===== src/hw/cpuPkg.sv =====
`default_nettype none

package cpuPkg;

    localparam int WORD_SIZE  = 16;
    localparam int NUM_REGS   = 4;
    localparam int MEM_WORDS  = 256;
    localparam int MEM_ADDR_W = $clog2(MEM_WORDS);

    typedef logic [WORD_SIZE-1:0] word_t;
    typedef logic [$clog2(NUM_REGS)-1:0] regIdx_t;

    // JAL and JRL write their return address here
    localparam regIdx_t LINK_REG = 2'd2;

    localparam logic [3:0] OP_BNE   = 4'd0;
    localparam logic [3:0] OP_BEQ   = 4'd1;
    localparam logic [3:0] OP_BGZ   = 4'd2;
    localparam logic [3:0] OP_BLZ   = 4'd3;
    localparam logic [3:0] OP_ADI   = 4'd4;
    localparam logic [3:0] OP_ORI   = 4'd5;
    localparam logic [3:0] OP_LHI   = 4'd6;
    localparam logic [3:0] OP_LWD   = 4'd7;
    localparam logic [3:0] OP_SWD   = 4'd8;
    localparam logic [3:0] OP_JMP   = 4'd9;
    localparam logic [3:0] OP_JAL   = 4'd10;
    localparam logic [3:0] OP_RTYPE = 4'd15;

    localparam logic [5:0] FN_ADD = 6'd0;
    localparam logic [5:0] FN_SUB = 6'd1;
    localparam logic [5:0] FN_AND = 6'd2;
    localparam logic [5:0] FN_ORR = 6'd3;
    localparam logic [5:0] FN_NOT = 6'd4;
    localparam logic [5:0] FN_TCP = 6'd5;
    localparam logic [5:0] FN_SHL = 6'd6;
    localparam logic [5:0] FN_SHR = 6'd7;
    localparam logic [5:0] FN_JPR = 6'd25;
    localparam logic [5:0] FN_JRL = 6'd26;
    localparam logic [5:0] FN_WWD = 6'd28;
    localparam logic [5:0] FN_HLT = 6'd29;

    typedef struct packed {
        logic [3:0] opcode;
        regIdx_t    rs;
        regIdx_t    rt;
        regIdx_t    rd;
        logic [5:0] func;
    } rType_t;

    typedef struct packed {
        logic [3:0] opcode;
        regIdx_t    rs;
        regIdx_t    rt;
        logic [7:0] imm;
    } iType_t;

    typedef struct packed {
        logic [3:0]  opcode;
        logic [11:0] target;
    } jType_t;

    typedef union packed {
        rType_t rType;
        iType_t iType;
        jType_t jType;
    } instr_u;

    typedef enum logic [3:0] {
        ALU_ADD, ALU_SUB, ALU_AND, ALU_OR, ALU_NOT, ALU_TCP, ALU_SHL, ALU_SHR, ALU_PASS_B
    } aluOp_e;

    typedef struct packed {
        logic regWrite, memToReg, memWrite, memRead, wwd;
        logic isBranch, isJumpReg, isJumpImm, isLink, isHalt;
        logic aluSrcImm, useRs, useRt;
    } ctrl_t;

    typedef enum logic [1:0] {FWD_REG, FWD_EXMEM, FWD_MEMWB} fwdSel_e;

    // pcNext is the address of the following instruction
    typedef struct packed {
        logic   valid;
        word_t  pcNext;
        instr_u instr;
    } ifId_t;

    typedef struct packed {
        logic    valid;
        ctrl_t   ctrl;
        word_t   pcNext;
        instr_u  instr;
        word_t   rsData;
        word_t   rtData;
        word_t   imm;
        regIdx_t rd;
    } idEx_t;

    typedef struct packed {
        logic    valid;
        ctrl_t   ctrl;
        word_t   aluOut;
        word_t   storeData;
        regIdx_t rd;
    } exMem_t;

    typedef struct packed {
        logic    valid;
        ctrl_t   ctrl;
        word_t   aluOut;
        word_t   memData;
        regIdx_t rd;
    } memWb_t;

    // Everything the hazard unit looks at
    typedef struct packed {
        regIdx_t exRs, exRt, memRd, wbRd, idRs, idRt, exRd;
        logic    exUseRs, exUseRt, memRegWrite, wbRegWrite;
        logic    idUseRs, idUseRt, exMemRead;
    } hazSrc_t;

endpackage

`default_nettype wire


===== src/hw/alu.sv =====
`default_nettype none

module alu
    import cpuPkg::*;
(
    input  wire word_t  a,
    input  wire word_t  b,
    input  wire instr_u instr,
    output word_t       result,
    output logic        branchTaken
);

    aluOp_e op;

    always_comb begin
        op = ALU_ADD;
        if (instr.rType.opcode == OP_RTYPE) begin
            case (instr.rType.func)
                FN_SUB:  op = ALU_SUB;
                FN_AND:  op = ALU_AND;
                FN_ORR:  op = ALU_OR;
                FN_NOT:  op = ALU_NOT;
                FN_TCP:  op = ALU_TCP;
                FN_SHL:  op = ALU_SHL;
                FN_SHR:  op = ALU_SHR;
                default: op = ALU_ADD;
            endcase
        end else if (instr.iType.opcode == OP_ORI) begin
            op = ALU_OR;
        end else if (instr.iType.opcode == OP_LHI) begin
            op = ALU_PASS_B;
        end
    end

    always_comb begin
        case (op)
            ALU_SUB:    result = a - b;
            ALU_AND:    result = a & b;
            ALU_OR:     result = a | b;
            ALU_NOT:    result = ~a;
            ALU_TCP:    result = ~a + 1'b1;
            ALU_SHL:    result = {a[WORD_SIZE-2:0], 1'b0};
            // arithmetic shift
            ALU_SHR:    result = {a[WORD_SIZE-1], a[WORD_SIZE-1:1]};
            ALU_PASS_B: result = b;
            default:    result = a + b;
        endcase
    end

    always_comb begin
        case (instr.iType.opcode)
            OP_BNE:  branchTaken = a != b;
            OP_BEQ:  branchTaken = a == b;
            OP_BGZ:  branchTaken = !a[WORD_SIZE-1] && a != '0;
            OP_BLZ:  branchTaken = a[WORD_SIZE-1];
            default: branchTaken = 1'b0;
        endcase
    end

endmodule

`default_nettype wire


===== config.mk =====
export PLATFORM = sky130hd
export DESIGN_NAME = alu
export DESIGN_NICKNAME = d
export VERILOG_FILES = /design/src/hw/cpuPkg.sv /design/src/hw/alu.sv
export SDC_FILE = /design/constraint.sdc
export NUM_CORES = 1
export LEC_CHECK = 0
export ABC_AREA = 1
export BUFFER_PORTS_ARGS = -buffer_cell sky130_fd_sc_hd__buf_4
export CORE_MARGIN = 2
export CORE_UTILIZATION = 45
export DETAILED_ROUTE_END_ITERATION = 8
export PLACE_DENSITY = 0.66
export REMOVE_ABC_BUFFERS = 1
export SYNTH_ARGS = -nofsm -noshare
export SYNTH_HDL_FRONTEND = slang
export SYNTH_SLANG_ARGS = --single-unit

===== constraint.sdc =====
create_clock -name vclk -period 1.85
set_clock_uncertainty 0.05 [all_clocks]
set_input_delay 0.2775 -clock vclk [all_inputs]
set_output_delay 0.2775 -clock vclk [all_outputs]
set_load 0.1 [all_outputs]

==> flow_summary.yaml <==
status:
  status: "finished, violations left"
  violations: "setup timing"
global_routing:
  grt_usage: 0.4085
  grt_pass1_wl_um: 29120
  overflow: 0
  grt_pass1_vias: 5795
  grt_max_degree: 17
  antenna_found_initial: 0
clocking:
  hold_buffers: 0
place:
  dp_slack_ns: -0.7589
  hpwl_um: 12980
  dpl.cell_count: 1027
  gp_congestion: 1.032
  placed_area_mm2: 0.005468
  io_buffers: 59
synth:
  mappedNetlistArea_mm2: 0.003805
  synthCells: 731
  synthMuxAreaShare: 0
  synthAdderAreaFrac: 0.1684
  synth.distinct_cells: 32
  synth_xor_area_frac: 0.04374
  synth_top_family_by_area: "simple AND/OR/NAND/NOR gates"
  yosys.area_share.simple: 0.5268
  seq_area_frac_synth: 0
  yosysWarnings: 0
  avgSynthCellArea_um2: 5.205
  synth_compound_area_frac: 0.1167
pwr:
  p_total_mw: 2.651
  p_per_area_mw_per_mm2: 374.5
  ir_drop_mv: 0.3158
  p_leak_nw: 3.624
detailed_routing:
  drc: 0
  drtIter0Drc: 742
  wl_per_cell_um: 20.08
  wl_um: 21140
  ant_nets: 0
  dr.pass1.iters: 9
  vias: 6264
  routed_via_density: 5.949
sta:
  tightest_slew_ns: 0.3243
  holdWs_ns: 1.037
  setup_viol_count_final: 17
  rsz0062_at_grt: "yes"
  maxSlewViolCount: 0
  fin_ws_ns: -0.5886
  hold_viol: 0
  period_share: 1.318
  min_period_ns: 2.439
  fin_setup_tns_ns: -8.145
  fmax_mhz: 410.1
  slew_headroom: 0.7830
floorplan:
  row_count: 33
  coreArea_mm2: 0.008217
  die_area_mm2: 0.009206
  die_w_um: 95.95
  io_pins: 65
  fp.dieH_um: 95.95
  initial_core_util: 0.4631
critical_path:
  end_kind: "primary output"
  path_buf_inv: 5
  cp.required_ns: 1.52
  cp-startpoint: "a[4]"
  slowest_stage: "a21oi_2"
  path_cells: "buf_4 > inv_4 > ha_4 > buf_6 > a21oi_2 > nand2_2 > buf_6 > xor2_1 > nand2_1 > nand3_2 > buf_12"
  cp.arrival_ns: 2.11
  critical_path.top_delay_family: "buffers and inverters"
  cp_max_fo: 6
  start_kind: "input pin"
  crit_end: "result[5]"
  slowest_delay_ns: 0.30
  path_depth: 11
  crit_type: "in -> out"
  cp_common_cell: "buf_6"
layout:
  drive_gt1_frac: 0.4895
  area_delta_synth_final_pct: 86.02
  num-nets-final: 1048
  finalInstanceArea_mm2: 0.007078
  multi_input_area_mm2: 0.004230
  antenna_cells: 0
  regArea_um2: 0
  post-route-util: 0.8614
  fin_cells: 1053
  design.seq.count: 0
  nClkBuffers: 0
  fill_cells: 448
worst_hold_path:
  hold_class: "in -> out"
job:
  drv_cap: 0
-- power breakdown --
part | internal [mW] | leakage, nW | total (mW) | switching, mW
sequential | 0 | 0 | 0 | 0
combinational | 1.05 | 3.62 | 2.65 | 1.60
clock | 0 | 0 | 0 | 0
-- per-layer routing --
metal,track usage,part of all wire,vias up,wire [um]
met5,0,0,-,0
met4,0.1726,0.065,0,1364
met3,0.07361,0.13,162,2647
met2,0.6888,0.45,544,9612
met1,0.5087,0.36,2816,7518
li1,-,-,2742,-
-- how the worst min path moves through the flow --
stage                    from           to  slack, ns  depth (start not counted)
floorplan                a[0]    result[1]       1.31                          4
global placement    instr[12]  branchTaken       1.06                          4
detailed placement  instr[12]  branchTaken       1.08                          4
CTS                 instr[12]  branchTaken       1.02                          4
global route             a[0]    result[1]       1.04                          6
finish                   a[0]    result[1]       1.04                          6
-- synthesized netlist by cell type (5+ instances only) --
master	instances	share of area
nor2_2	5	0.0082
nand3_1	71	0.093
a21oi_1	24	0.032
o21ai_1	11	0.014
buf_6	6	0.018
nor2_1	90	0.089
o21ai_2	7	0.016
ha_1	48	0.16
o22ai_1	13	0.021
nand2_1	245	0.24
inv_1	112	0.11
xor2_1	19	0.044
o21ai_0	16	0.021
o21bai_1	5	0.0099
nand4_1	15	0.025
buf_2	7	0.0092
-- cell type report --
class              instances  share of cell area
well taps                105             0.01856
repair buffers           233              0.3175
multi-input cells        600              0.5977
inverters                115             0.06629
-- placed cells by master, fill, tap and decap left out, drive strengths merged --
cell type / netlist / routed
nand2: 252 / 252
buf: 13 / 232
inv: 114 / 112
nor2: 99 / 99
nand3: 77 / 78
ha: 48 / 48
o21ai: 34 / 34
a21oi: 24 / 24
xor2: 19 / 19
nand4: 16 / 16
o22ai: 13 / 13
o21bai: 5 / 5
and2: 3 / 3
nor3: 3 / 3
nand3b: 2 / 2
clkinvlp: 0 / 2
fa: 2 / 2
clkinv: 1 / 1
or2: 1 / 1
o2111ai: 1 / 1
bufbuf: 0 / 1
-- cells by family after synthesis --
kind of cell,after synthesis
buffers and inverters,132
xor gates and xnor gates,19
and+or+nand+nor,453
adders and majority gates,50
AOI/OAI and AO/OA,77
-- timing repair --
item | in CTS | in global routing
resized for setup | 265 | 107
setup endpoints to repair | 17 | 17
pin swaps | 70 | 48
cloned | 2 | 0
buffers inserted | 14 | 11
Power figures use the tool's default switching activity.
