`src/hw/cpuPkg.sv`:
```
`default_nettype none

package cpuPkg;

    localparam int WORD_SIZE  = 16;
    localparam int NUM_REGS   = 4;
    localparam int MEM_WORDS  = 256;
    localparam int MEM_ADDR_W = $clog2(MEM_WORDS);

    typedef logic [WORD_SIZE-1:0] word_t;
    typedef logic [$clog2(NUM_REGS)-1:0] regIdx_t;

    // JAL and JRL write their return address here
    localparam regIdx_t LINK_REG = 2'd2;

    localparam logic [3:0] OP_BNE   = 4'd0;
    localparam logic [3:0] OP_BEQ   = 4'd1;
    localparam logic [3:0] OP_BGZ   = 4'd2;
    localparam logic [3:0] OP_BLZ   = 4'd3;
    localparam logic [3:0] OP_ADI   = 4'd4;
    localparam logic [3:0] OP_ORI   = 4'd5;
    localparam logic [3:0] OP_LHI   = 4'd6;
    localparam logic [3:0] OP_LWD   = 4'd7;
    localparam logic [3:0] OP_SWD   = 4'd8;
    localparam logic [3:0] OP_JMP   = 4'd9;
    localparam logic [3:0] OP_JAL   = 4'd10;
    localparam logic [3:0] OP_RTYPE = 4'd15;

    localparam logic [5:0] FN_ADD = 6'd0;
    localparam logic [5:0] FN_SUB = 6'd1;
    localparam logic [5:0] FN_AND = 6'd2;
    localparam logic [5:0] FN_ORR = 6'd3;
    localparam logic [5:0] FN_NOT = 6'd4;
    localparam logic [5:0] FN_TCP = 6'd5;
    localparam logic [5:0] FN_SHL = 6'd6;
    localparam logic [5:0] FN_SHR = 6'd7;
    localparam logic [5:0] FN_JPR = 6'd25;
    localparam logic [5:0] FN_JRL = 6'd26;
    localparam logic [5:0] FN_WWD = 6'd28;
    localparam logic [5:0] FN_HLT = 6'd29;

    typedef struct packed {
        logic [3:0] opcode;
        regIdx_t    rs;
        regIdx_t    rt;
        regIdx_t    rd;
        logic [5:0] func;
    } rType_t;

    typedef struct packed {
        logic [3:0] opcode;
        regIdx_t    rs;
        regIdx_t    rt;
        logic [7:0] imm;
    } iType_t;

    typedef struct packed {
        logic [3:0]  opcode;
        logic [11:0] target;
    } jType_t;

    typedef union packed {
        rType_t rType;
        iType_t iType;
        jType_t jType;
    } instr_u;

    typedef enum logic [3:0] {
        ALU_ADD, ALU_SUB, ALU_AND, ALU_OR, ALU_NOT, ALU_TCP, ALU_SHL, ALU_SHR, ALU_PASS_B
    } aluOp_e;

    typedef struct packed {
        logic regWrite, memToReg, memWrite, memRead, wwd;
        logic isBranch, isJumpReg, isJumpImm, isLink, isHalt;
        logic aluSrcImm, useRs, useRt;
    } ctrl_t;

    typedef enum logic [1:0] {FWD_REG, FWD_EXMEM, FWD_MEMWB} fwdSel_e;

    // pcNext is the address of the following instruction
    typedef struct packed {
        logic   valid;
        word_t  pcNext;
        instr_u instr;
    } ifId_t;

    typedef struct packed {
        logic    valid;
        ctrl_t   ctrl;
        word_t   pcNext;
        instr_u  instr;
        word_t   rsData;
        word_t   rtData;
        word_t   imm;
        regIdx_t rd;
    } idEx_t;

    typedef struct packed {
        logic    valid;
        ctrl_t   ctrl;
        word_t   aluOut;
        word_t   storeData;
        regIdx_t rd;
    } exMem_t;

    typedef struct packed {
        logic    valid;
        ctrl_t   ctrl;
        word_t   aluOut;
        word_t   memData;
        regIdx_t rd;
    } memWb_t;

    // Everything the hazard unit looks at
    typedef struct packed {
        regIdx_t exRs, exRt, memRd, wbRd, idRs, idRt, exRd;
        logic    exUseRs, exUseRt, memRegWrite, wbRegWrite;
        logic    idUseRs, idUseRt, exMemRead;
    } hazSrc_t;

endpackage

`default_nettype wire

```
`src/hw/hazardUnit.sv`:
```
`default_nettype none

module hazardUnit
    import cpuPkg::*;
(
    input  wire regIdx_t exRs,
    input  wire regIdx_t exRt,
    input  wire logic    exUseRs,
    input  wire logic    exUseRt,
    input  wire regIdx_t memRd,
    input  wire regIdx_t wbRd,
    input  wire logic    memRegWrite,
    input  wire logic    wbRegWrite,
    input  wire regIdx_t idRs,
    input  wire regIdx_t idRt,
    input  wire logic    idUseRs,
    input  wire logic    idUseRt,
    input  wire logic    exMemRead,
    input  wire regIdx_t exRd,
    output fwdSel_e      fwdA,
    output fwdSel_e      fwdB,
    output logic         stall
);

    // Younger producer in EX/MEM wins over MEM/WB
    function automatic fwdSel_e pickSrc(logic used, regIdx_t src, logic memWr, regIdx_t mRd,
                                        logic wbWr, regIdx_t wRd);
        if (used && memWr && mRd == src) return FWD_EXMEM;
        if (used && wbWr && wRd == src) return FWD_MEMWB;
        return FWD_REG;
    endfunction

    assign fwdA = pickSrc(exUseRs, exRs, memRegWrite, memRd, wbRegWrite, wbRd);
    assign fwdB = pickSrc(exUseRt, exRt, memRegWrite, memRd, wbRegWrite, wbRd);

    // Load in execute feeding the instruction in decode
    assign stall = exMemRead && ((idUseRs && idRs == exRd) || (idUseRt && idRt == exRd));

endmodule

`default_nettype wire

```
`config.mk`:
```
export PLATFORM = sky130hd
export DESIGN_NAME = hazardUnit
export DESIGN_NICKNAME = d
export VERILOG_FILES = /design/src/hw/cpuPkg.sv /design/src/hw/hazardUnit.sv
export SDC_FILE = /design/constraint.sdc
export NUM_CORES = 1
export LEC_CHECK = 0
export BUFFER_PORTS_ARGS = -buffer_cell sky130_fd_sc_hd__buf_2
export CORE_AREA = 2 2 39 41
export DETAILED_ROUTE_END_ITERATION = 10
export DIE_AREA = 0 0 41 43
export SYNTH_ARGS = -nofsm -noshare
export SYNTH_HDL_FRONTEND = slang
export SYNTH_SLANG_ARGS = --single-unit
```
`constraint.sdc`:
```
create_clock -name vclk -period 0.8
set_input_delay 0.08 -clock vclk [all_inputs]
set_output_delay 0.08 -clock vclk [all_outputs]
set_load 0.01 [all_outputs]
```
==> results.txt <==
* Result of the run: complete, but fails checks
* Failing checks: negative setup slack
- Post-synthesis share of cell area spent on and, or, nand and nor gates: between 40 and 50%
- Final hold slack: around 0.5 ns
* Number of hold violations in the final report: 0
* Multiplexer fraction of the synthesized cell area: 0%
* Core region area: between 0.001 and 0.0015 mm2
- By instance count, the leading cell after synthesis is sky130_fd_sc_hd__xor2_1.
- Global routing consumed, on the met1 layer, under 10% of the routing resources.
- The clock network accounts for 0% of the total power.
- The first routing iteration left 2 violations.
- In the final layout, flip-flops and latches occupy 0 um2.
- Global-route total usage across every layer: ~6.3%
- Antenna-violating nets left: 0
- Hold repair after CTS inserted 0 buffers.
- Summed over all cells, the static leakage comes to approximately 0.21 nW.
* Fin Setup TNS: -0.01147 ns
- Total power density per cell area: a little under 500 mW/mm2
* Switching share of power: 41.34%
- For met3 alone, demand over resource in global routing was 0%.
* Commonest cells post-synth: sky130_fd_sc_hd__xor2_1, sky130_fd_sc_hd__nor3_2, sky130_fd_sc_hd__xnor2_1, sky130_fd_sc_hd__nand2_1
* Routability Congestion: 0.6061
- In this run the worst path has a maximum fanout of 2.
- For this configuration, the core starts out at a cell density of about 13%.
- Of the total synthesized cell area, the portion taken by full adders, half adders and majority gates is 0%.
- In this run the core area contains 14 standard-cell rows.
- Buffers placed on the I/O ports in this run total 26.
- The final-report max-slew violation count came to 0.
* Fillcell total: approximately 150
- In this run, the combinational gates consume 100.0% of the power.
- Dividing the detail-routed wire length by the instance count gives between 8 and 9 um.
* Int Pwr: 0.0001213 W
- Wire length of the first global-routing pass: roughly 850 um
- Most area-consuming cells after synthesis: sky130_fd_sc_hd__xor2_1, sky130_fd_sc_hd__nor3_2, sky130_fd_sc_hd__xnor2_1
- Vias: roughly 260
* Routed via count divided by cell count: between 3 and 4
- Antenna cells: 0
- Max capacitance violation total: 0
- Final Setup Violations: 2
* Critical path class: in2out
- Worst max-slew margin expressed relative to the limit: between 80 and 90%
- Height of the die: 43 um
- Most heavily used metal layer in global routing: met2
* Seq pwr share: 0%
- Combinational family with the most area after synthesis: XOR/XNOR gates
- The share of the Yosys chip area taken by registers is 0%.
* Synthesized cell area: roughly 190 um2
- Number of distinct standard cells referenced by the synthesized netlist: 8
- Total wirelength of the detailed-routed design: ~560 um
- Setup repair after global routing could not meet its margin everywhere.
- Buffers added to address setup during post-CTS repair amount to 0.
* Mean Syn Cell Area: 7.457 um2
- Synthesis produced a netlist with a net count of 46.
* Compound-Gate Fraction of Synth Area: a little under a tenth
* Critical path startpoint category: input port
- Routing usage on met2: a little under an eighth
- FMAX: between 1 and 1.5 GHz
- Yosys warning total: 0
- Final min period: between 0.8 and 0.9 ns
* Final period util: 101.3%
- After Yosys synthesis, XOR and XNOR cells account for 46.98% of the synthesized area.
* Number of clock buffer instances in the layout: 0
- For the worst setup path, the data arrival time is 0.73 ns.
- The worst-case IR drop observed on VDD is approximately 0.16 mV.
- First-pass iteration count of the detailed router: 2
* Power, Total: approximately 0.00021 W
- Fraction of layout cells with a size suffix above 1: roughly 71%
* Residual DRC: 0
* Synthesized netlist cell count: 25
* IO Count: 26
* Worst hold-check path type: in2out
- STA classifies the critical path endpoint as an output pin.
* Slew at the pin closest to its max-slew limit: 0.1962 ns
- Entering global routing, the biggest net connects 5 pins.
* WP data required: 0.72 ns
* Fin worst setup slack: -0.01028 ns
- Initial antenna violation count: 0
- Biggest area consumer among synthesized cells: sky130_fd_sc_hd__xor2_1
* Sequential cell count: 0
- Post-layout net count: 74
* Fraction of post-synthesis cell area in the top cell type by area: approximately 28%
- At the placement stage, the worst setup path has a slack of -0.09252 ns.
- Switching power total: 0.00008551 W
- The multi-input combinational cells in the finished layout cover a total of about 230 um2.
* Synth-to-Final Area Change: 130.2%
- Number of global-route vias before repair: 242
* Global route overflow: 0
- Die area: between 0.0015 and 0.002 mm2
- Die width: between 40 and 50 um
[placed cells by master, fill, tap and decap left out, drive strengths merged]
cell / n
nand3: 2
xor2: 6
buf: 26
xnor2: 4
nand2: 3
nor3: 4
o2111ai: 2
nor2: 2
and2: 2
[layout make-up]
class                      count  share of cell area [%]
multi-input combinational     25                   52.48
timing repair buffer          26                   42.86
tap                           16                   4.665
[metal layers]
| metal | vias to the layer above | part of all wire (%) |
|---|---|---|
| li1 | 138 | - |
| met1 | 110 | 37 |
| met2 | 9 | 55 |
| met3 | 0 | 7.4 |
| met4 | 0 | 0 |
| met5 | - | 0 |
[stage by stage]
| step | util [%] | area (um2) | cells |
|---|---|---|---|
| after global routing | 31.01 | 429.2 | 67 |
| after floorplan | - | 186.4 | 25 |
| after global placement | 24.32 | 336.6 | 67 |
| after CTS | 27.67 | 382.9 | 67 |
| final | 31.01 | 429.2 | 67 |
| after detailed placement | 24.32 | 336.6 | 67 |
[cell families (layout without fill, tap and decap cells)]
| group | after synthesis | after routing |
|---|---|---|
| AO/OA/AOI/OAI | 2 | 2 |
| XOR/XNOR | 10 | 10 |
| buffers and inverters | 0 | 26 |
| AND/OR/NAND/NOR | 13 | 13 |
[path summary, 6_finish.rpt]
kind | startpoint | end | slack, ns | depth (start not counted)
setup / recovery | memRd[1] | fwdB[1] | -0.01 | 5
hold / removal | memRegWrite | fwdA[0] | 0.51 | 4
[critical path: stages]
cell	delay (ns)
sky130_fd_sc_hd__buf_8	0.10
sky130_fd_sc_hd__xor2_2	0.16
sky130_fd_sc_hd__nor3_2	0.20
sky130_fd_sc_hd__nor3_2	0.05
sky130_fd_sc_hd__buf_2	0.13
[power by group through the flow]
| stage | combinational (W) | clock [W] | sequential, W |
|---|---|---|---|
| floorplan | 0.0000715 | 0 | 0 |
| global placement | 0.000157 | 0 | 0 |
| detailed placement | 0.000158 | 0 | 0 |
| CTS | 0.000183 | 0 | 0 |
| global route | 0.000227 | 0 | 0 |
| finish | 0.000207 | 0 | 0 |
[what timing repair did]
action                     4_1_cts  5_1_grt
setup endpoints to repair        4        5
pin swaps                        9        0
gates resized for setup          9        9
Power figures use the tool's default switching activity.
