<file path="config.mk">
export PLATFORM = sky130hd
export DESIGN_NAME = controlUnit
export DESIGN_NICKNAME = d
export VERILOG_FILES = /design/src/hw/cpuPkg.sv /design/src/hw/controlUnit.sv
export SDC_FILE = /design/constraint.sdc
export NUM_CORES = 1
export LEC_CHECK = 0
export BUFFER_PORTS_ARGS = -buffer_cell sky130_fd_sc_hd__buf_4
export CORE_AREA = 2 2 39 41
export DETAILED_ROUTE_END_ITERATION = 12
export DIE_AREA = 0 0 41 43
export PLACE_DENSITY_LB_ADDON = 0.2
export SKIP_LAST_GASP = 1
export SLEW_MARGIN = 10
export SYNTH_ARGS = -nofsm -noshare
export SYNTH_HDL_FRONTEND = slang
export SYNTH_SLANG_ARGS = --single-unit
</file>
<file path="constraint.sdc">
create_clock -name vclk -period 1.4
set_clock_uncertainty 0.1 [all_clocks]
set_input_delay 0.07 -clock vclk [all_inputs]
set_output_delay 0.07 -clock vclk [all_outputs]
set_load 0.1 [all_outputs]
</file>
<file path="src/hw/cpuPkg.sv">
`default_nettype none

package cpuPkg;

    localparam int WORD_SIZE  = 16;
    localparam int NUM_REGS   = 4;
    localparam int MEM_WORDS  = 256;
    localparam int MEM_ADDR_W = $clog2(MEM_WORDS);

    typedef logic [WORD_SIZE-1:0] word_t;
    typedef logic [$clog2(NUM_REGS)-1:0] regIdx_t;

    // JAL and JRL write their return address here
    localparam regIdx_t LINK_REG = 2'd2;

    localparam logic [3:0] OP_BNE   = 4'd0;
    localparam logic [3:0] OP_BEQ   = 4'd1;
    localparam logic [3:0] OP_BGZ   = 4'd2;
    localparam logic [3:0] OP_BLZ   = 4'd3;
    localparam logic [3:0] OP_ADI   = 4'd4;
    localparam logic [3:0] OP_ORI   = 4'd5;
    localparam logic [3:0] OP_LHI   = 4'd6;
    localparam logic [3:0] OP_LWD   = 4'd7;
    localparam logic [3:0] OP_SWD   = 4'd8;
    localparam logic [3:0] OP_JMP   = 4'd9;
    localparam logic [3:0] OP_JAL   = 4'd10;
    localparam logic [3:0] OP_RTYPE = 4'd15;

    localparam logic [5:0] FN_ADD = 6'd0;
    localparam logic [5:0] FN_SUB = 6'd1;
    localparam logic [5:0] FN_AND = 6'd2;
    localparam logic [5:0] FN_ORR = 6'd3;
    localparam logic [5:0] FN_NOT = 6'd4;
    localparam logic [5:0] FN_TCP = 6'd5;
    localparam logic [5:0] FN_SHL = 6'd6;
    localparam logic [5:0] FN_SHR = 6'd7;
    localparam logic [5:0] FN_JPR = 6'd25;
    localparam logic [5:0] FN_JRL = 6'd26;
    localparam logic [5:0] FN_WWD = 6'd28;
    localparam logic [5:0] FN_HLT = 6'd29;

    typedef struct packed {
        logic [3:0] opcode;
        regIdx_t    rs;
        regIdx_t    rt;
        regIdx_t    rd;
        logic [5:0] func;
    } rType_t;

    typedef struct packed {
        logic [3:0] opcode;
        regIdx_t    rs;
        regIdx_t    rt;
        logic [7:0] imm;
    } iType_t;

    typedef struct packed {
        logic [3:0]  opcode;
        logic [11:0] target;
    } jType_t;

    typedef union packed {
        rType_t rType;
        iType_t iType;
        jType_t jType;
    } instr_u;

    typedef enum logic [3:0] {
        ALU_ADD, ALU_SUB, ALU_AND, ALU_OR, ALU_NOT, ALU_TCP, ALU_SHL, ALU_SHR, ALU_PASS_B
    } aluOp_e;

    typedef struct packed {
        logic regWrite, memToReg, memWrite, memRead, wwd;
        logic isBranch, isJumpReg, isJumpImm, isLink, isHalt;
        logic aluSrcImm, useRs, useRt;
    } ctrl_t;

    typedef enum logic [1:0] {FWD_REG, FWD_EXMEM, FWD_MEMWB} fwdSel_e;

    // pcNext is the address of the following instruction
    typedef struct packed {
        logic   valid;
        word_t  pcNext;
        instr_u instr;
    } ifId_t;

    typedef struct packed {
        logic    valid;
        ctrl_t   ctrl;
        word_t   pcNext;
        instr_u  instr;
        word_t   rsData;
        word_t   rtData;
        word_t   imm;
        regIdx_t rd;
    } idEx_t;

    typedef struct packed {
        logic    valid;
        ctrl_t   ctrl;
        word_t   aluOut;
        word_t   storeData;
        regIdx_t rd;
    } exMem_t;

    typedef struct packed {
        logic    valid;
        ctrl_t   ctrl;
        word_t   aluOut;
        word_t   memData;
        regIdx_t rd;
    } memWb_t;

    // Everything the hazard unit looks at
    typedef struct packed {
        regIdx_t exRs, exRt, memRd, wbRd, idRs, idRt, exRd;
        logic    exUseRs, exUseRt, memRegWrite, wbRegWrite;
        logic    idUseRs, idUseRt, exMemRead;
    } hazSrc_t;

endpackage

`default_nettype wire

</file>
<file path="src/hw/controlUnit.sv">
`default_nettype none

module controlUnit
    import cpuPkg::*;
(
    input  wire instr_u instr,
    output ctrl_t       ctrl
);

    logic isR, aluR2, aluR1, fnWwd, fnJpr, fnJrl, fnHlt;
    logic isAdiOri, isLhi, isLwd, isSwd, isBr2, isBr1, isJmp, isJal;

    always_comb begin
        isR   = instr.rType.opcode == OP_RTYPE;
        // Two-operand and one-operand R-type ALU ops
        aluR2 = isR && (instr.rType.func inside {FN_ADD, FN_SUB, FN_AND, FN_ORR});
        aluR1 = isR && (instr.rType.func inside {FN_NOT, FN_TCP, FN_SHL, FN_SHR});
        fnWwd = isR && instr.rType.func == FN_WWD;
        fnJpr = isR && instr.rType.func == FN_JPR;
        fnJrl = isR && instr.rType.func == FN_JRL;
        fnHlt = isR && instr.rType.func == FN_HLT;

        isAdiOri = instr.iType.opcode inside {OP_ADI, OP_ORI};
        isLhi    = instr.iType.opcode == OP_LHI;
        isLwd    = instr.iType.opcode == OP_LWD;
        isSwd    = instr.iType.opcode == OP_SWD;
        isBr2    = instr.iType.opcode inside {OP_BNE, OP_BEQ};
        isBr1    = instr.iType.opcode inside {OP_BGZ, OP_BLZ};
        isJmp    = instr.jType.opcode == OP_JMP;
        isJal    = instr.jType.opcode == OP_JAL;
    end

    // Anything not matched above decodes to all zeros, a no-op
    always_comb begin
        ctrl.regWrite  = aluR2 || aluR1 || fnJrl || isAdiOri || isLhi || isLwd || isJal;
        ctrl.memToReg  = isLwd;
        ctrl.memWrite  = isSwd;
        ctrl.memRead   = isLwd;
        ctrl.wwd       = fnWwd;
        ctrl.isBranch  = isBr2 || isBr1;
        ctrl.isJumpReg = fnJpr || fnJrl;
        ctrl.isJumpImm = isJmp || isJal;
        ctrl.isLink    = fnJrl || isJal;
        ctrl.isHalt    = fnHlt;
        ctrl.aluSrcImm = isAdiOri || isLhi || isLwd || isSwd;
        ctrl.useRs     = aluR2 || aluR1 || fnWwd || fnJpr || fnJrl || isAdiOri
                         || isLwd || isSwd || isBr2 || isBr1;
        ctrl.useRt     = aluR2 || isSwd || isBr2;
    end

endmodule

`default_nettype wire

</file>
==> metrics.txt, run 1 <==
status finished clean; Routed Antenna Nets 0; CP max FO 7; Hold Crit Start instr[14]; pin count of the biggest net entering global routing 9; Area Overhead vs Synth 54.15%; DR pass1 iterations 4; final-report max-slew violation count 0; Required @ worst endpoint 1230 ps; Register Area 0 um2; chip height 43 um; Final Core Density 35.26%; RePlAce Congestion 0.6351; Final setup violation count 0; setup ws final 109.9 ps; fin crit share 92.15%; CTS Hold Bufs 0; Vias 338; Seq cells 0; RSZ-0062 raised after global routing no; post-cts resize count 0; leakage 0.0002203 uW; critical path startpoint category primary input; Die W 41 um; core area 1384 um2; full die area 1763 um2; initial antenna violation count 0; post-synth top area cell buf_4; pre-CTS setup slack 108.7 ps; first-pass GRT wire length 1035 um; CP Capture Type primary output; Slew @ Worst Pin 280.0 ps; fillcell total 168; Mean Syn Cell Area 7.721 um2; Pwr Density 457.9 nW/um2; # nets final 76; top cells by area, synth buf_4, nor4b_4, nand4_4; footprint of the multi-input gates 280.3 um2; grt ovf 0; max capacitance violation total 0; routed len/inst 9.405 um; highest clock rate 775.1 MHz; Crit path arrival time 1120 ps; HP Class primary input to primary output; Max-Slew Margin vs Limit 81.49%; layout cell share with drive strength beyond 1 60.34%; I/O Buffers 23; Worst Setup SP instr[12]; DRC 0; Vias/cell 4.568; Post-CTS Setup Inserts 0; I/O pins 29; Unique masters post-synth 27; most common cell after layout, fill and taps aside buf_4; final wirelength 696 um; CP Class primary input to primary output; Fin. Hold Viols 0; Synth Warn # 0; FP Rows 14; CLK BUF 0; Syn Inst Count 41; Period minus WS final 1290 ps; synthesized net count 57; Initial Util 22.88%; Worst VDD drop 0.1609 mV; register area share after synthesis 0%; Synth Cell Area 316.6 um2; GRT Total Usage 7.692%; DP HPWL 591.4 um; Synth top area share 11.86%; Iteration-0 DRC Markers 3; diodes inserted 0; vias in the first global route 261
final timing paths:
check / endpoint / slack (ps) / depth (start not counted)
worst min-delay path: ctrl[7] / 420 / 3
worst max-delay path: ctrl[3] / 110 / 5
synthesized netlist by cell type:
master / number
buf_4: 5
nor2_1: 4
buf_2: 2
inv_1: 2
nand2_1: 2
nand2b_1: 2
nor2b_1: 2
o21ai_1: 2
xnor2_1: 2
a211o_1: 1
a21o_1: 1
a21oi_1: 1
and3_1: 1
and3_4: 1
mux2i_1: 1
nand3b_1: 1
nand4_4: 1
nor3_1: 1
nor3_2: 1
nor4_2: 1
nor4b_2: 1
nor4b_4: 1
o2111ai_2: 1
o211ai_1: 1
o21ai_0: 1
or2_1: 1
xor2_1: 1
stage by stage:
step                      TNS [ps]  hold WS [ps]  power [uW]  cells  area [um2]
after floorplan              -1809         212.0       164.5     41       335.3
after global placement           0         417.5       224.6     74       488.0
after detailed placement         0         418.2       224.6     74       488.0
after CTS                        0         418.7       225.0     74       488.0
after global routing             0         434.1       233.4     74       488.0
final                            0         415.5       223.4     74       488.0
where the power goes:
| part | internal (uW) | total (uW) | switching, uW |
|---|---|---|---|
| sequential | 0 | 0 | 0 |
| combinational | 64.9 | 223 | 159 |
| clock | 0 | 0 | 0 |
| total | 64.9 | 223 | 159 |
layer usage:
metal  GRT usage, %  wire length [um]  vias to the layer above  share of wire, %
met5              0                 0                        -                 0
met2          11.25               293                       16                42
met1          12.66               313                      142                45
li1               -                 -                      180                 -
met3         0.5236                89                        0                13
met4              0                 0                        0                 0
final cells by class:
| cell class | instances | area share (%) |
|---|---|---|
| Tap cell | 16 | 4.103 |
| Timing Repair Buffer | 24 | 36.92 |
| Multi-Input combinational cell | 32 | 57.44 |
| Inverter | 2 | 1.538 |
cells by family after synthesis:
family | share of synthesized area [%]
mux | 3.162
xor+xnor | 8.302
buf+inv | 17.39
compound gates | 18.58
simple gates | 52.57
critical path: stages:
cell and delay, ps:
buf_4 120, and3_4 210, nand4_4 160, nor4b_4 230
buf_4 320
Power figures use the tool's default switching activity.
==> run 2: changes to the inputs <==
==> constraint.sdc (replaced) <==
create_clock -name vclk -period 1.4
set_clock_uncertainty 0.1 [all_clocks]
set_input_delay 0.14 -clock vclk [all_inputs]
set_output_delay 0.14 -clock vclk [all_outputs]
set_load 0.1 [all_outputs]
==> metrics.txt, run 2 (synthesis gave the netlist of run 1 again) <==
footprint of the multi-input gates 299.0 um2; grt ovf 0; Top Layer Used met3; I/O Buffers 23; RSZ-0062 raised after global routing no; Layout Cells excl Fill 81; full die area 1763 um2; Period minus WS final 1314 ps; chip height 43 um; fin crit share 93.86%; Iteration-0 DRC Markers 0; Net Sw Power 167.0 uW; CP Capture Type primary output; core area 1384 um2; Fin. Hold Viols 0; layout cell share with drive strength beyond 1 66.15%; FP Rows 14; CP max FO 6; Placed Cells 81; RePlAce Congestion 0.6345; Vias 354; Fin Setup TNS 0 ps; pin count of the biggest net entering global routing 7; Final Core Density 42.31%; diodes inserted 0; CP Class primary input to primary output; # nets final 83; Crit path arrival time 1070 ps; Slew @ Worst Pin 278.5 ps; GRT Total Usage 7.992%; met3 WL 86 um; CLK BUF 0; Worst VDD drop 0.1616 mV; design area 585.6 um2; routed len/inst 9.173 um; initial antenna violation count 0; DP HPWL 648.3 um; critical path startpoint category primary input; Routed Antenna Nets 0; max capacitance violation total 0; Clock power frac 0%; Final setup violation count 0; Area after DPL 545.5 um2; HP Class primary input to primary output; Vias/cell 4.370; Sw Ratio 65.66%; DR pass1 iterations 1; Register Area 0 um2; status finished clean; met2 wire length 335 um; CTS Hold Bufs 0; Initial Util 22.88%; I/O pins 29; leakage 0.0002723 uW; fillcell total 149; commonest non-fill, non-tap cells in the layout buf_4, buf_6; sequential power share 0%; final wirelength 743 um; first-pass GRT wire length 1083 um; highest clock rate 761.0 MHz; Cell Int Power 87.33 uW; most common cell after layout, fill and taps aside buf_4; Pwr Density 434.3 nW/um2; Post-CTS Setup Inserts 0; Max-Slew Margin vs Limit 81.58%; Required @ worst endpoint 1160 ps; final-report max-slew violation count 0; power share of the combinational group 100.0%; Die W 41 um; vias in the first global route 271; Area Overhead vs Synth 84.98%; DRC 0; Post-Route M1 WL 321 um; Seq cells 0
-- run 2: final cells by class --
class	count	share of cell area [%]
multi-input combinational	32	51.07
timing repair buffer	31	44.23
tap	16	3.419
inverter	2	1.282
-- run 2: final timing paths --
path | startpoint | end | slack, ps | cells after the start
max | instr[5] | ctrl[12] | 90 | 5
min | instr[1] | ctrl[3] | 550 | 3
-- run 2: routing by layer --
metal,vias up,GRT usage (%)
li1,189,-
met1,148,10.76
met2,17,14.37
met3,0,0
met4,0,0
met5,-,0
-- run 2: through the flow --
step	worst slack (ps)	hold WS, ps	power [uW]
2_1_floorplan	-826.1	352.0	167.3
3_3_place_gp	-28.58	578.7	241.8
3_5_place_dp	-12.79	573.2	241.3
6_report	85.93	547.0	254.3
5_1_grt	3.248	562.4	266.6
4_1_cts	0.05163	550.3	243.5
-- run 2: power groups by stage --
stage | registers, uW | clock network (uW) | logic (uW)
2_1_floorplan | 0 | 0 | 167
3_3_place_gp | 0 | 0 | 242
3_5_place_dp | 0 | 0 | 241
4_1_cts | 0 | 0 | 244
5_1_grt | 0 | 0 | 267
6_report | 0 | 0 | 254
-- run 2: repair_timing --
action,in CTS,in global routing
gates resized for setup,2,7
endpoints found under the hold margin,0,0
pin swaps,0,4
cloned,0,0
endpoints found under the setup margin,2,5
-- run 2: worst max-delay path, stage by stage --
cell and delay [ps]:
buf_4 130, nor2b_4 120, nand4_4 170, o211ai_1 260, buf_6 260
