`src/hw/cpuPkg.sv`:
```
`default_nettype none

package cpuPkg;

    localparam int WORD_SIZE  = 16;
    localparam int NUM_REGS   = 4;
    localparam int MEM_WORDS  = 256;
    localparam int MEM_ADDR_W = $clog2(MEM_WORDS);

    typedef logic [WORD_SIZE-1:0] word_t;
    typedef logic [$clog2(NUM_REGS)-1:0] regIdx_t;

    // JAL and JRL write their return address here
    localparam regIdx_t LINK_REG = 2'd2;

    localparam logic [3:0] OP_BNE   = 4'd0;
    localparam logic [3:0] OP_BEQ   = 4'd1;
    localparam logic [3:0] OP_BGZ   = 4'd2;
    localparam logic [3:0] OP_BLZ   = 4'd3;
    localparam logic [3:0] OP_ADI   = 4'd4;
    localparam logic [3:0] OP_ORI   = 4'd5;
    localparam logic [3:0] OP_LHI   = 4'd6;
    localparam logic [3:0] OP_LWD   = 4'd7;
    localparam logic [3:0] OP_SWD   = 4'd8;
    localparam logic [3:0] OP_JMP   = 4'd9;
    localparam logic [3:0] OP_JAL   = 4'd10;
    localparam logic [3:0] OP_RTYPE = 4'd15;

    localparam logic [5:0] FN_ADD = 6'd0;
    localparam logic [5:0] FN_SUB = 6'd1;
    localparam logic [5:0] FN_AND = 6'd2;
    localparam logic [5:0] FN_ORR = 6'd3;
    localparam logic [5:0] FN_NOT = 6'd4;
    localparam logic [5:0] FN_TCP = 6'd5;
    localparam logic [5:0] FN_SHL = 6'd6;
    localparam logic [5:0] FN_SHR = 6'd7;
    localparam logic [5:0] FN_JPR = 6'd25;
    localparam logic [5:0] FN_JRL = 6'd26;
    localparam logic [5:0] FN_WWD = 6'd28;
    localparam logic [5:0] FN_HLT = 6'd29;

    typedef struct packed {
        logic [3:0] opcode;
        regIdx_t    rs;
        regIdx_t    rt;
        regIdx_t    rd;
        logic [5:0] func;
    } rType_t;

    typedef struct packed {
        logic [3:0] opcode;
        regIdx_t    rs;
        regIdx_t    rt;
        logic [7:0] imm;
    } iType_t;

    typedef struct packed {
        logic [3:0]  opcode;
        logic [11:0] target;
    } jType_t;

    typedef union packed {
        rType_t rType;
        iType_t iType;
        jType_t jType;
    } instr_u;

    typedef enum logic [3:0] {
        ALU_ADD, ALU_SUB, ALU_AND, ALU_OR, ALU_NOT, ALU_TCP, ALU_SHL, ALU_SHR, ALU_PASS_B
    } aluOp_e;

    typedef struct packed {
        logic regWrite, memToReg, memWrite, memRead, wwd;
        logic isBranch, isJumpReg, isJumpImm, isLink, isHalt;
        logic aluSrcImm, useRs, useRt;
    } ctrl_t;

    typedef enum logic [1:0] {FWD_REG, FWD_EXMEM, FWD_MEMWB} fwdSel_e;

    // pcNext is the address of the following instruction
    typedef struct packed {
        logic   valid;
        word_t  pcNext;
        instr_u instr;
    } ifId_t;

    typedef struct packed {
        logic    valid;
        ctrl_t   ctrl;
        word_t   pcNext;
        instr_u  instr;
        word_t   rsData;
        word_t   rtData;
        word_t   imm;
        regIdx_t rd;
    } idEx_t;

    typedef struct packed {
        logic    valid;
        ctrl_t   ctrl;
        word_t   aluOut;
        word_t   storeData;
        regIdx_t rd;
    } exMem_t;

    typedef struct packed {
        logic    valid;
        ctrl_t   ctrl;
        word_t   aluOut;
        word_t   memData;
        regIdx_t rd;
    } memWb_t;

    // Everything the hazard unit looks at
    typedef struct packed {
        regIdx_t exRs, exRt, memRd, wbRd, idRs, idRt, exRd;
        logic    exUseRs, exUseRt, memRegWrite, wbRegWrite;
        logic    idUseRs, idUseRt, exMemRead;
    } hazSrc_t;

endpackage

`default_nettype wire

```
`src/hw/regFile.sv`:
```
`default_nettype none

module regFile
    import cpuPkg::*;
(
    input  wire logic    clk,
    input  wire logic    rstN,
    input  wire regIdx_t rdIdxA,
    input  wire regIdx_t rdIdxB,
    output word_t        rdDataA,
    output word_t        rdDataB,
    input  wire regIdx_t wrIdx,
    input  wire word_t   wrData,
    input  wire logic    wrEn
);

    word_t regs [NUM_REGS];

    always_ff @(posedge clk) begin
        if (!rstN) begin
            for (int i = 0; i < NUM_REGS; i++) begin
                regs[i] <= '0;
            end
        end else if (wrEn) begin
            regs[wrIdx] <= wrData;
        end
    end

    // Writeback data seen by decode in the same cycle
    assign rdDataA = (wrEn && wrIdx == rdIdxA) ? wrData : regs[rdIdxA];
    assign rdDataB = (wrEn && wrIdx == rdIdxB) ? wrData : regs[rdIdxB];

endmodule

`default_nettype wire

```
`config.mk`:
```
export PLATFORM = sky130hd
export DESIGN_NAME = regFile
export DESIGN_NICKNAME = d
export VERILOG_FILES = /design/src/hw/cpuPkg.sv /design/src/hw/regFile.sv
export SDC_FILE = /design/constraint.sdc
export NUM_CORES = 1
export LEC_CHECK = 0
export BUFFER_PORTS_ARGS = -buffer_cell sky130_fd_sc_hd__buf_2
export CAP_MARGIN = 20
export CORE_ASPECT_RATIO = 0.75
export CORE_MARGIN = 1
export CORE_UTILIZATION = 45
export CTS_CLUSTER_DIAMETER = 50
export DETAILED_ROUTE_END_ITERATION = 6
export GPL_TIMING_DRIVEN = 0
export PLACE_DENSITY_LB_ADDON = 0.25
export SLEW_MARGIN = 30
export SYNTH_ARGS = -nofsm -noshare
export SYNTH_HDL_FRONTEND = slang
export SYNTH_SLANG_ARGS = --single-unit
```
`constraint.sdc`:
```
create_clock -name clk -period 2.35 [get_ports clk]
set_input_delay 0.235 -clock clk [delete_from_list [all_inputs] [get_ports clk]]
set_output_delay 0.235 -clock clk [all_outputs]
set_load 0.005 [all_outputs]
```
==> results of run 1 <==
cell usage after synthesis:
library cell	n	area [um2]
edfxtp_1	64	1922
and2_1	48	300.3
mux2_4	20	300.3
mux4_2	20	450.4
and3_1	16	100.1
mux2_2	12	135.1
mux4_1	12	315.3
clkbuf_1	9	33.78
buf_2	4	20.02
buf_6	4	45.04
xnor2_1	4	35.03
nand2_1	3	11.26
buf_12	2	40.04
nand2b_1	2	12.51
nand3_2	2	20.02
nor3b_2	2	25.02
nand3_1	1	5.000
nor3_2	1	10.01
o21ai_0	1	5.000
routing by layer:
layer  vias to the layer above  wire length (um)
met5                         -                 0
met4                         0               142
li1                       1020                 -
met3                        13               317
met2                        63              4016
met1                      1144              3654
layout make-up:
class                           instances  area share [%]
Sequential cell                        64           44.29
Multi-Input combinational cell        144           39.85
Timing Repair Buffer                   51           6.027
Buffer                                 19           3.201
Clock buffer                           12           3.114
Tap cell                              105           3.028
Clock inverter                          4          0.4902
worst min-delay path by stage:
stage / end / cells after the start / slack, ns / from
floorplan: regs[0][0]$_SDFFCE_PN0P_ / 1 / 0.43 / wrData[0]
global placement: regs[1][13]$_SDFFCE_PN0P_ / 2 / 0.59 / wrData[13]
detailed placement: regs[1][10]$_SDFFCE_PN0P_ / 2 / 0.60 / wrData[10]
CTS: regs[0][13]$_SDFFCE_PN0P_ / 2 / 0.24 / wrData[13]
global route: regs[0][13]$_SDFFCE_PN0P_ / 2 / 0.25 / wrData[13]
finish: regs[0][13]$_SDFFCE_PN0P_ / 2 / 0.26 / wrData[13]
layout by cell type (no fill, tap or decap):
cell type,n
clkinv_1,1
clkinv_2,2
clkinvlp_4,1
and3_1,16
mux2_4,20
nand3_1,1
buf_12,2
mux4_1,12
nor3b_2,2
buf_2,54
nand3_2,2
nand2_1,3
mux4_2,20
mux2_2,12
clkbuf_8,9
nand2b_1,2
edfxtp_1,64
nor3_2,1
buf_6,5
and2_1,48
o21ai_2,1
clkbuf_1,12
xnor2_1,4
per-stage QoR:
step	setup TNS, ns	cells	total power [mW]
floorplan	0	227	1.745
global placement	-14.46	382	1.922
detailed placement	0	383	1.939
CTS	0	399	2.702
global route	0	399	2.786
finish	0	399	2.681
logic make-up (layout without fill, tap and decap cells):
kind of cell / count (synthesis) / count (layout) / share of synthesized area, %
AO/OA/AOI/OAI: 1 / 1 / 0.1321
XOR/XNOR: 4 / 4 / 0.9252
buffers and inverters: 19 / 86 / 3.668
flip-flops: 64 / 64 / 50.76
multiplexers: 64 / 64 / 31.72
AND/OR/NAND/NOR: 75 / 75 / 12.79
report_power, final:
part | total (mW) | internal, mW | leakage [nW] | switching, mW
clock network | 0.769 | 0.376 | 0.0778 | 0.393
logic | 0.525 | 0.302 | 1.04 | 0.223
registers | 1.39 | 1.35 | 0.625 | 0.0378
==> results.py, run 1 <==
metrics = {
    "run_status": {
        "status": "completed",
    },
    "drt": {
        "drcViolationCount": 0,
        "routed_wl_um": 8130,
        "via_count": 2240,
        "wl_per_cell_um": 20.38,
        "drt-pass1-iter-count": 4,
        "viasPerCell": 5.614,
        "detail_route.iter0.violations": 137,
        "postRouteAntennaNets": 0,
    },
    "global_routing": {
        "use_met1_pct": 25.60,
        "antenna_found_initial": 0,
        "grt_pass1_vias": 2285,
        "grt-ovfl-total": 0,
        "globalRoute.busiestLayer": "met2",
        "globalRouteMet2Util_pct": 33.97,
        "grt_pass1_wl_um": 12340,
        "grtUsageTotal_pct": 20.00,
        "grtUsageMet3_pct": 3.889,
        "grt_max_degree": 17,
    },
    "yosys": {
        "syn-mean-instance-area_um2": 16.68,
        "synth_seq_area_share_pct": 50.76,
        "netlist_instances": 227,
        "ys_types": 19,
        "synthesis.area_um2": 3786,
        "yosys_register_bits": 64,
        "yosys_warnings": 0,
        "synth_fp_nets": 252,
    },
    "setup_path": {
        "path_delay_family": "buffers and inverters",
        "crit_fanout": 10,
        "path_class": "in2out",
        "cp.depth": 5,
        "end_kind": "output port",
        "cp-startpoint": "rdIdxA[1]",
        "crit_arrival_ns": 1.84,
        "crit_required_ns": 2.12,
        "cpPeakStageDelay_ns": 0.58,
        "critPathLaunchType": "primary input",
        "slowest_stage": "clkbuf_1",
        "endpoint": "rdDataA[5]",
        "cp_common_cell": "buf_2",
        "path_cells": "buf_2, clkbuf_1, mux4_2, mux2_4, buf_2",
        "cp_num_buf_inv": 3,
    },
    "clocking": {
        "numCtsBuffers": 9,
        "cts-root-buf": "clkbuf_8",
        "cts.sinks": 64,
        "cts-resized-gates": 0,
        "clkTransAtPathRegs_ns": 0.07,
        "postCtsSetupRepairBufs": 0,
        "htree_levels": 3,
        "cts_hold_buf": 0,
        "clockBufferDepth": 2,
        "cts_tree": "yes",
    },
    "timing": {
        "worstMarginPinSlew_ns": 0.9252,
        "drv_slew": 0,
        "finalWorstSetupSlack_ns": 0.2725,
        "setup_viol": 0,
        "period_share_pct": 88.41,
        "hold_viol": 0,
        "worst_hold_slack_ns": 0.2557,
        "rsz0062_at_grt": "false",
        "clock.fmax_mhz": 481.3,
        "slew_headroom_pct": 38.32,
        "finalCriticalPeriod_ns": 2.078,
    },
    "layout": {
        "drive_above_1_share_pct": 44.56,
        "multiInputGateArea_um2": 1729,
        "top_regs": "regs: 64 flops",
        "regArea_um2": 1922,
        "finish.utilization_pct": 54.09,
        "diodes": 0,
        "syn2layout_area_growth_pct": 14.61,
        "nets": 314,
        "regMostFlops": "regs",
        "fill_cells": 681,
        "largest_reg_flops": 64,
        "final_area_um2": 4339,
    },
    "place": {
        "dpl-instance-area_um2": 4183,
        "gp_congestion": 0.7236,
        "place_ws_ns": 0.06614,
        "port_buffers": 50,
        "dpl.hpwl_um": 5573,
    },
    "floorplan": {
        "row_count": 28,
        "die_w_um": 107.9,
        "io_pins": 57,
        "start_util_pct": 47.19,
        "die-height_um": 81.44,
        "die-area_um2": 8788,
        "core_um2": 8023,
    },
    "power_and_ir_drop": {
        "power.density_nw_per_um2": 617.8,
        "vdd_ir_drop_max_mv": 0.2116,
        "power_leakage_nw": 1.745,
    },
    "job": {
        "cap_violations": 0,
    },
    "hold_path": {
        "hold_class": "in2reg",
    },
}
(Power assumes the default switching activity.)
==> inputs of run 2 (changes only) <==
--- a/config.mk
+++ b/config.mk
@@ -9,7 +9,7 @@
 export CAP_MARGIN = 20
 export CORE_ASPECT_RATIO = 0.75
 export CORE_MARGIN = 1
-export CORE_UTILIZATION = 45
+export CORE_UTILIZATION = 50
 export CTS_CLUSTER_DIAMETER = 50
 export DETAILED_ROUTE_END_ITERATION = 6
 export GPL_TIMING_DRIVEN = 0
==> run 2 against run 1 <==
Effect of this change:
- routed wire length decreased by 0.25%
- sequential cell count did not move
- critical path depth did not move
- combinational power fell by 0.8%
- global-route usage increased by 3.2 points
- via count rose by 1.1%
- first-iteration DRC count is 3.6% higher
- worst setup slack improved by 0.0085 ns
- sequential share of layout area shrank 0.35 points
- sequential power is essentially flat
- final area grew 0.81%
- power is 5.5% higher
==> results.py, run 2 (synthesis results as in run 1) <==
metrics = {
    "layout": {
        "drive_above_1_share_pct": 45.92,
        "top_regs": "regs: 64 flops",
        "multiInputGateArea_um2": 1729,
        "nets": 314,
        "regArea_um2": 1922,
        "syn2layout_area_growth_pct": 15.53,
        "largest_reg_flops": 64,
        "final_common_cell": "edfxtp_1",
        "final_cell_mix": "edfxtp_1 (64), buf_2 (54), and2_1 (48), mux4_2 (20), mux2_4 (20)",
        "regMostFlops": "regs",
        "fill_cells": 589,
        "diodes": 0,
        "fin_cells": 395,
    },
    "global_routing": {
        "grt_pass1_vias": 2403,
        "grt_pass1_wl_um": 12930,
        "antenna_found_initial": 0,
        "grt_max_degree": 17,
        "grtUsageTotal_pct": 23.19,
        "grt-ovfl-total": 0,
    },
    "setup_path": {
        "end_kind": "output port",
        "critPathLaunchType": "primary input",
        "crit_fanout": 10,
        "crit_required_ns": 2.12,
        "crit_arrival_ns": 1.83,
        "path_class": "in2out",
    },
    "timing": {
        "finalWorstSetupSlack_ns": 0.2809,
        "period_share_pct": 88.05,
        "slew_headroom_pct": 38.36,
        "worstMarginPinSlew_ns": 0.9246,
        "drv_slew": 0,
        "clock.fmax_mhz": 483.3,
        "hold_viol": 0,
        "finalSetupTns_ns": 0,
        "rsz0062_at_grt": "false",
        "setup_viol": 0,
        "finalCriticalPeriod_ns": 2.069,
    },
    "clocking": {
        "cts_hold_buf": 0,
        "htree_levels": 3,
        "cts-resized-gates": 0,
        "numCtsBuffers": 9,
        "cts_tree": "yes",
        "clockBufferDepth": 2,
        "cts-root-buf": "clkbuf_8",
        "cts.sinks": 64,
        "postCtsSetupRepairBufs": 0,
        "clkTransAtPathRegs_ns": 0.08,
    },
    "drt": {
        "viasPerCell": 5.734,
        "wl_per_cell_um": 20.53,
        "routed_wl_um": 8110,
        "drt-pass1-iter-count": 4,
        "drcViolationCount": 0,
        "via_count": 2265,
        "postRouteAntennaNets": 0,
        "detail_route.iter0.violations": 142,
    },
    "place": {
        "dpl.hpwl_um": 5636,
        "dpl.cell_count": 379,
        "port_buffers": 50,
        "place_ws_ns": 0.1187,
        "gp_congestion": 0.7308,
    },
    "floorplan": {
        "row_count": 27,
        "die_w_um": 102.5,
        "core_um2": 7331,
        "die-area_um2": 7928,
        "io_pins": 57,
        "die-height_um": 77.36,
        "start_util_pct": 51.65,
    },
    "run_status": {
        "status": "completed",
    },
    "job": {
        "cap_violations": 0,
    },
    "power_and_ir_drop": {
        "vdd_ir_drop_max_mv": 0.2633,
        "power.density_nw_per_um2": 646.6,
        "power_leakage_nw": 1.762,
    },
    "hold_path": {
        "hold_class": "in2reg",
    },
}
[run 2: final timing paths]
check | start | to | slack, ns | cells after the start
max | rdIdxA[1] | rdDataA[8] | 0.28 | 5
min | wrData[10] | regs[0][10]$_SDFFCE_PN0P_ | 0.23 | 2
[run 2: area by class of cell]
type / instances / share of cell area, %
plain buffers: 19 / 3.175
clock buffers: 9 / 2.832
clock inverters: 7 / 1.659
multi-input cells: 144 / 39.53
flip-flops and latches: 64 / 43.94
well taps: 101 / 2.889
repair buffers: 51 / 5.978
[run 2: report_power, final]
group          switching, mW  internal, mW  total [mW]
clock                  0.431         0.488       0.919
combinational          0.218         0.302       0.521
sequential            0.0398          1.35        1.39
total                  0.689          2.14        2.83
[run 2: worst max-delay path: stages]
cell,delay (ns)
buf_2,0.21
clkbuf_1,0.58
mux4_2,0.41
mux2_4,0.27
buf_2,0.13
[run 2: stage by stage]
stage               instance area (um2)  hold slack, ns  utilization, %  total power, mW
floorplan                          3786          0.4332               -            1.745
global placement                   4163          0.5848           56.78            1.917
detailed placement                 4178          0.5933           56.99            1.940
CTS                                4374          0.2246           59.67            2.852
global route                       4374          0.2428           59.67            2.952
finish                             4374          0.2338           59.67            2.828
[run 2: metal layers]
metal	track usage, %	vias up	part of all wire [%]
li1	-	1028	-
met1	32.38	1140	42
met2	35.27	79	49
met3	4.144	18	6.4
met4	11.14	0	2.6
met5	0	-	0
